$ cat config.mk
export PLATFORM = sky130hd
export DESIGN_NAME = frogTop
export DESIGN_NICKNAME = d
export VERILOG_FILES = /design/src/design/frogPkg.sv /design/src/design/trafficLane.sv /design/src/design/playerControl.sv /design/src/design/gameJudge.sv /design/src/design/stepCounter.sv /design/src/design/frogTop.sv
export VERILOG_INCLUDE_DIRS = /design/src /design/src/include
export SDC_FILE = /design/constraint.sdc
export NUM_CORES = 1
export LEC_CHECK = 0
export BUFFER_PORTS_ARGS = -buffer_cell sky130_fd_sc_hd__buf_2
export CORE_MARGIN = 2
export CORE_UTILIZATION = 40
export CTS_CLUSTER_DIAMETER = 100
export DETAILED_ROUTE_END_ITERATION = 16
export GPL_ROUTABILITY_DRIVEN = 0
export PLACE_DENSITY = 0.67
export REMOVE_ABC_BUFFERS = 1
export SYNTH_ARGS = -nofsm -noshare
export SYNTH_HDL_FRONTEND = slang
export SYNTH_SLANG_ARGS = --single-unit
$ cat constraint.sdc
create_clock -name CLK_05Hz -period 1.9 [get_ports CLK_05Hz]
set_input_delay 0.095 -clock CLK_05Hz [delete_from_list [all_inputs] [get_ports CLK_05Hz]]
set_output_delay 0.095 -clock CLK_05Hz [all_outputs]
set_load 0.05 [all_outputs]
$ cat src/include/frog_defines.svh
`ifndef FROG_DEFINES_SVH
`define FROG_DEFINES_SVH

// ##########################################################################
// grid geometry and player start.
// ##########################################################################

`define GRID_COLS       8
`define START_COL       1
`define START_ROW       5

// rows that carry traffic. row 0 is the goal row.
`define CAR_ROW         4
`define TRUCK_ROW       3
`define BIGTRUCK_ROW    1

// ##########################################################################
// lane timing and occupancy, one bit per column.
// ##########################################################################

`define CAR_PERIOD      4
`define TRUCK_PERIOD    8
`define BIGTRUCK_PERIOD 8

`define CAR_INIT        8'b0100_1001    // columns 0, 3 and 6.
`define TRUCK_INIT      8'b1101_1011    // columns 0, 1, 3, 4, 6 and 7.
`define BIGTRUCK_INIT   8'b1110_0111    // columns 0, 1, 2, 5, 6 and 7.

// bricks on row 0; the free columns 1, 4 and 7 are the goals.
`define BRICK_MASK      8'b0110_1101

`endif

$ cat src/design/frogPkg.sv
`default_nettype none

package frogPkg;

    // game progress, held by the judge.
    typedef enum logic [1:0] {
        MOVE,
        DIE,
        SUCCESS
    } gameState;

    typedef enum logic [1:0] {
        UP,
        LEFT,
        RIGHT
    } moveDir;

    typedef logic [2:0] cellCol;    // 0 is the leftmost column.
    typedef logic [2:0] cellRow;    // 0 is the goal row, 5 the start row.

    // bit i set means column i of the lane is occupied.
    typedef logic [7:0] laneOcc;

    // tens digit in the high nibble.
    typedef logic [7:0] bcdStep;

endpackage

`default_nettype wire

$ cat src/design/trafficLane.sv
`timescale 1ns/1ns
`default_nettype none

module trafficLane #(
    parameter int             PERIOD    = 4,
    parameter bit             MOVE_LEFT = 1'b0,
    parameter frogPkg::laneOcc INIT     = 8'h01
) (
    input  wire              CLK_05Hz,
    input  wire              RESET,
    input  frogPkg::gameState state,
    output frogPkg::laneOcc   occ
);
    import frogPkg::*;

    localparam int CNT_W = (PERIOD > 1) ? $clog2(PERIOD) : 1;
    localparam logic [CNT_W-1:0] LAST = CNT_W'(PERIOD - 1);

    logic [CNT_W-1:0] cycleCnt;
    laneOcc           nextOcc;

    // moving left takes column i+1 into column i.
    assign nextOcc = MOVE_LEFT ? {occ[0], occ[7:1]} : {occ[6:0], occ[7]};

    always_ff @(posedge CLK_05Hz or negedge RESET) begin
        if (!RESET) begin
            cycleCnt <= '0;
            occ      <= INIT;
        end else if (state == MOVE) begin
            if (cycleCnt == LAST) begin
                cycleCnt <= '0;
                occ      <= nextOcc;    // one column per period.
            end else begin
                cycleCnt <= cycleCnt + 1'b1;
            end
        end
    end

    // vehicles neither appear nor vanish, they only wrap around.
    occCountKept : assert property (
        @(posedge CLK_05Hz) disable iff (!RESET)
        $countones(occ) == $countones(INIT)
    );

endmodule

`default_nettype wire

$ cat src/design/playerControl.sv
`timescale 1ns/1ns
`default_nettype none
`include "frog_defines.svh"

module playerControl (
    input  wire               CLK_05Hz,
    input  wire               RESET,
    input  wire               moveReq,
    input  frogPkg::moveDir   moveDir,
    input  frogPkg::gameState state,
    output logic              moveAck,
    output logic              moveAccept,
    output frogPkg::cellCol   playerCol,
    output frogPkg::cellRow   playerRow
);
    import frogPkg::*;

    logic takeReq;
    logic upOk;
    logic leftOk;
    logic rightOk;

    // ######################################################################
    // four-phase handshake.
    // ######################################################################

    // a new request is seen only while the previous ack is down.
    assign takeReq    = moveReq && !moveAck;
    assign moveAccept = takeReq && (state == MOVE);

    always_ff @(posedge CLK_05Hz or negedge RESET) begin
        if (!RESET) begin
            moveAck <= 1'b0;
        end else if (takeReq) begin
            moveAck <= 1'b1;
        end else if (!moveReq) begin
            moveAck <= 1'b0;    // phase four.
        end
    end

    // ######################################################################
    // legality and the player cell.
    // ######################################################################

    assign upOk    = playerRow != cellRow'(0);
    assign leftOk  = playerCol != cellCol'(0);
    assign rightOk = playerCol < cellCol'(`GRID_COLS - 1);

    always_ff @(posedge CLK_05Hz or negedge RESET) begin
        if (!RESET) begin
            playerCol <= cellCol'(`START_COL);
            playerRow <= cellRow'(`START_ROW);
        end else if (moveAccept) begin
            // an illegal move still counts as a step but stays put.
            case (moveDir)
                UP: begin
                    if (upOk) playerRow <= playerRow - 1'b1;
                end
                LEFT: begin
                    if (leftOk) playerCol <= playerCol - 1'b1;
                end
                RIGHT: begin
                    if (rightOk) playerCol <= playerCol + 1'b1;
                end
                default: begin
                end
            endcase
        end
    end

    // the ack only ever answers a request that was already up.
    ackNeedsReq : assert property (
        @(posedge CLK_05Hz) disable iff (!RESET)
        $rose(moveAck) |-> $past(moveReq)
    );

endmodule

`default_nettype wire

$ cat src/design/gameJudge.sv
`timescale 1ns/1ns
`default_nettype none
`include "frog_defines.svh"

module gameJudge (
    input  wire               CLK_05Hz,
    input  wire               RESET,
    input  frogPkg::cellCol   playerCol,
    input  frogPkg::cellRow   playerRow,
    input  frogPkg::laneOcc   laneCars,
    input  frogPkg::laneOcc   laneTrucks,
    input  frogPkg::laneOcc   laneBigTrucks,
    output frogPkg::gameState state
);
    import frogPkg::*;

    laneOcc rowOcc;
    logic   hit;
    logic   atGoalRow;

    // occupancy of whatever row the player stands on.
    always_comb begin
        case (playerRow)
            cellRow'(`CAR_ROW):      rowOcc = laneCars;
            cellRow'(`TRUCK_ROW):    rowOcc = laneTrucks;
            cellRow'(`BIGTRUCK_ROW): rowOcc = laneBigTrucks;
            cellRow'(0):             rowOcc = laneOcc'(`BRICK_MASK);
            default:                 rowOcc = '0;    // grass rows are safe.
        endcase
    end

    assign hit       = rowOcc[playerCol];
    assign atGoalRow = playerRow == cellRow'(0);

    always_ff @(posedge CLK_05Hz or negedge RESET) begin
        if (!RESET) begin
            state <= MOVE;
        end else if (state == MOVE) begin
            // a brick on row 0 counts as a hit, so DIE wins over SUCCESS.
            if (hit) begin
                state <= DIE;
            end else if (atGoalRow) begin
                state <= SUCCESS;
            end
        end
    end

    // once decided, the game stays decided until the next reset.
    finalHeld : assert property (
        @(posedge CLK_05Hz) disable iff (!RESET)
        (state != MOVE) |=> $stable(state)
    );

endmodule

`default_nettype wire

$ cat src/design/stepCounter.sv
`timescale 1ns/1ns
`default_nettype none

module stepCounter (
    input  wire             CLK_05Hz,
    input  wire             RESET,
    input  wire             moveAccept,
    output frogPkg::bcdStep stepCount
);

    logic [3:0] units;
    logic [3:0] tens;

    assign units = stepCount[3:0];
    assign tens  = stepCount[7:4];

    always_ff @(posedge CLK_05Hz or negedge RESET) begin
        if (!RESET) begin
            stepCount <= 8'h00;
        end else if (moveAccept) begin
            if (units == 4'd9) begin
                // carry into tens, and 99 wraps to 00.
                if (tens == 4'd9) begin
                    stepCount <= 8'h00;
                end else begin
                    stepCount <= {tens + 4'd1, 4'd0};
                end
            end else begin
                stepCount <= {tens, units + 4'd1};
            end
        end
    end

endmodule

`default_nettype wire

$ cat src/design/frogTop.sv
`timescale 1ns/1ns
`default_nettype none
`include "frog_defines.svh"

module frogTop (
    input  wire               CLK_05Hz,
    input  wire               RESET,
    input  wire               moveReq,
    input  frogPkg::moveDir   moveDir,
    output logic              moveAck,
    output frogPkg::cellCol   playerCol,
    output frogPkg::cellRow   playerRow,
    output frogPkg::laneOcc   laneCars,
    output frogPkg::laneOcc   laneTrucks,
    output frogPkg::laneOcc   laneBigTrucks,
    output frogPkg::gameState state,
    output frogPkg::bcdStep   stepCount
);

    logic moveAccept;    // one cycle per request taken during MOVE.

    playerControl player (
        .CLK_05Hz  (CLK_05Hz),
        .RESET     (RESET),
        .moveReq   (moveReq),
        .moveDir   (moveDir),
        .state     (state),
        .moveAck   (moveAck),
        .moveAccept(moveAccept),
        .playerCol (playerCol),
        .playerRow (playerRow)
    );

    stepCounter steps (
        .CLK_05Hz  (CLK_05Hz),
        .RESET     (RESET),
        .moveAccept(moveAccept),
        .stepCount (stepCount)
    );

    gameJudge judge (
        .CLK_05Hz     (CLK_05Hz),
        .RESET        (RESET),
        .playerCol    (playerCol),
        .playerRow    (playerRow),
        .laneCars     (laneCars),
        .laneTrucks   (laneTrucks),
        .laneBigTrucks(laneBigTrucks),
        .state        (state)
    );

    // cars and trucks drive right, big trucks drive left.
    trafficLane #(.PERIOD(`CAR_PERIOD), .MOVE_LEFT(1'b0), .INIT(`CAR_INIT)) carLane (
        .CLK_05Hz(CLK_05Hz), .RESET(RESET), .state(state), .occ(laneCars)
    );
    trafficLane #(.PERIOD(`TRUCK_PERIOD), .MOVE_LEFT(1'b0), .INIT(`TRUCK_INIT)) truckLane (
        .CLK_05Hz(CLK_05Hz), .RESET(RESET), .state(state), .occ(laneTrucks)
    );
    trafficLane #(
        .PERIOD   (`BIGTRUCK_PERIOD),
        .MOVE_LEFT(1'b1),
        .INIT     (`BIGTRUCK_INIT)
    ) bigTruckLane (
        .CLK_05Hz(CLK_05Hz), .RESET(RESET), .state(state), .occ(laneBigTrucks)
    );

endmodule

`default_nettype wire

==> qor.txt <==
EDFF count, synth -> 0
global route overflow -> 0
Avg Inst Size Synth -> 11.3 um2
first-pass GRT wire length -> 8.18 mm
post-layout minimum cycle time -> 1760 ps
Max clock buf depth -> 2
Final Max Tran Viols -> 0
CP endpoint kind -> flop
residual DRC count -> 0
most frequent cells in the layout -> buf_2 (45), dfrtp_1 (31), mux2_2 (25)
Initial Util -> 41.4%
Synth cell types -> 39
# diodes -> 0
Layout Nets -> 286
largest cells by area after synthesis -> dfrtp_1 (32%), dfstp_2 (19%), mux2_2 (11%)
htree depth -> 2
commonest non-fill, non-tap cell in the layout -> buf_2
row count -> 28
max-cap check violation count -> 0
vias -> 1,762
pre-CTS WS -> 106 ps
post-synthesis cell area -> 2450 um2
die area -> 6770 um2
Highest Clock Rate -> 569 MHz
Clock Pin Slew Worst Setup and Hold Paths -> 90 ps
CP Max Fanout -> 7
vias in the first global route -> 1,649
post-DP HPWL -> 3.64 mm
CORE AREA -> 5920 um2
final WL -> 4.99 mm
PortBufs -> 45
largest net degree at the start of global routing -> 24
CTS tree -> built
Slew headroom -> 65.9%
Hold Crit Class -> primary input to async pin
Die Span X -> 82.3 um
Leak -> 1.45 nW
Clock Sinks -> 49
worst-skew pair later-pin latency -> 300 ps
clk_skew -> 4.50 ps
CTS root buf -> clkbuf_8
run status -> complete, no violations
FILL cells -> 546
First-pass DRT Iterations -> 4
Slew @ Worst Pin -> 511 ps
Fin. Hold Viols -> 0
RSZ-0062 raised after global routing -> no
Iter 0 DRT Violations -> 126
ys async rst share -> 100%
Total Neg Setup Slack -> 0 ps
Via-to-Cell Ratio -> 5.12
crit start category -> flop
crit path kind -> flop to flop
Pwr Density -> 854 nW/um2
initial antenna violation count -> 0
largest area contributor in the netlist -> dfrtp_1
post-route ant nets -> 0
GRT Total Usage -> 16.1%
maximum VDD drop -> 382 uV
Worst EP arrival -> 1970 ps
min setup slack post-route -> 144 ps
CTS Buf Count -> 5
Synthesis Warnings -> 0
I/O pins -> 46
Seq/Total Area, Yosys -> 50.9%
die height -> 82.3 um
synthesis-to-layout area growth -> 20.7%
# setup viols final -> 0
Synth top area share -> 31.6%
Tcrit/Tclk final -> 92.4%
synthesis-stage register bit count -> 49
Hold Slack -> 288 ps
Primary FF master, synth -> dfrtp_1
post-synthesis cell count -> 216
DR WL/cell -> 14.5 um
layout cells sized above 1 -> 42.0%
required time worst endpoint -> 2120 ps
## power breakdown
| part | switching (mW) | internal (mW) |
|---|---|---|
| clock network | 0.338 | 0.256 |
| logic | 0.367 | 0.206 |
| registers | 0.175 | 1.18 |
| total | 0.880 | 1.65 |
## per-stage QoR
step	utilization (%)	std cells	area, um2	power [mW]
2_1_floorplan	-	204	2400	1.78
6_report	50.0	344	2960	2.53
3_5_place_dp	47.5	333	2810	1.95
5_1_grt	50.0	344	2960	2.69
3_3_place_gp	47.5	333	2810	1.93
4_1_cts	49.2	343	2920	2.55
## final cells by class
cell class | instances | area [um2] | area share, %
Clock buffer | 6 | 72.6 | 2.45
Clock inverter | 2 | 10.0 | 0.338
Inverter | 10 | 37.5 | 1.27
Multi-Input combinational cell | 145 | 1150 | 38.8
Sequential cell | 49 | 1250 | 42.2
Tap cell | 75 | 93.8 | 3.17
Timing Repair Buffer | 57 | 349 | 11.8
## registers in the layout, indices dropped and copies added (netlist names)
name / cells
bigTruckLane.cycleCnt: 3
bigTruckLane.occ: 8
carLane.cycleCnt: 2
carLane.occ: 8
judge.state: 2
player.moveAck: 1
player.playerCol: 3
player.playerRow: 3
steps.stepCount: 8
truckLane.cycleCnt: 3
truckLane.occ: 8
## final timing paths
kind	slack (ps)	cells past startpoint	end	startpoint
worst min-delay path	290	2	carLane.occ[5]$_DFFE_PN0P_	RESET
worst min register to register	480	2	truckLane.cycleCnt[1]$_DFFE_PN0N_	truckLane.cycleCnt[1]$_DFFE_PN0N_
worst max-delay path	140	8	judge.state[1]$_DFFE_PN0P_	player.playerRow[0]$_DFFE_PN1P_
min in group CLK_05Hz	330	5	player.playerCol[0]$_DFFE_PN1P_	moveDir[0]
max in group asynchronous	940	3	bigTruckLane.occ[0]$_DFFE_PN1P_	RESET
worst max register to register	140	8	judge.state[1]$_DFFE_PN0P_	player.playerRow[0]$_DFFE_PN1P_
## cells by family after synthesis
family | after synthesis | synth area share, %
DFF | 49 | 50.9
and+or+nand+nor | 64 | 13.9
buffers and inverters | 22 | 3.57
muxes | 27 | 12.4
xor gates and xnor gates | 8 | 2.86
AOI/OAI and AO/OA | 33 | 9.44
adders and majority gates | 13 | 6.94
## metal layers
metal	vias up	wire length [um]	global-route usage, %	part of all wire [%]
li1	860	-	-	-
met1	856	2350	22.8	47
met2	41	2340	24.0	47
met3	5	233	3.37	4.7
met4	0	73	6.50	1.5
met5	-	0	0	0
## cell usage after synthesis (2+ instances only)
master	count
nand2b_1	4
buf_2	4
nand3b_1	2
o21ai_1	5
nor3b_1	3
xor2_1	4
a21o_1	5
nand3_1	11
nor3_1	5
o221ai_1	2
nor2b_1	2
a22oi_1	9
nor2_1	8
ha_1	12
clkbuf_1	7
dfstp_2	18
nand2_1	20
dfrtp_1	31
mux2_2	25
a21oi_1	2
a31oi_1	2
inv_1	10
xnor2_1	4
nand4_1	3
o211ai_1	2
and2_1	3
## critical path: stages, from the launching register on
cell and delay (ps):
dfstp_2 570, inv_2 60, ha_4 170, buf_6 130, nand3_1 70, o211ai_1 100, a32oi_1 220, nand3_1 120
o31ai_1 230
## what timing repair did
| action | CTS | global route |
|---|---|---|
| gates resized for setup | 0 | 8 |
| endpoints found under the hold margin | 14 | 0 |
| buffers inserted | 0 | 1 |
| setup endpoints to repair | 0 | 2 |
| hold buffers | 2 | 0 |
No activity file was read; power rests on OpenSTA's default activity.
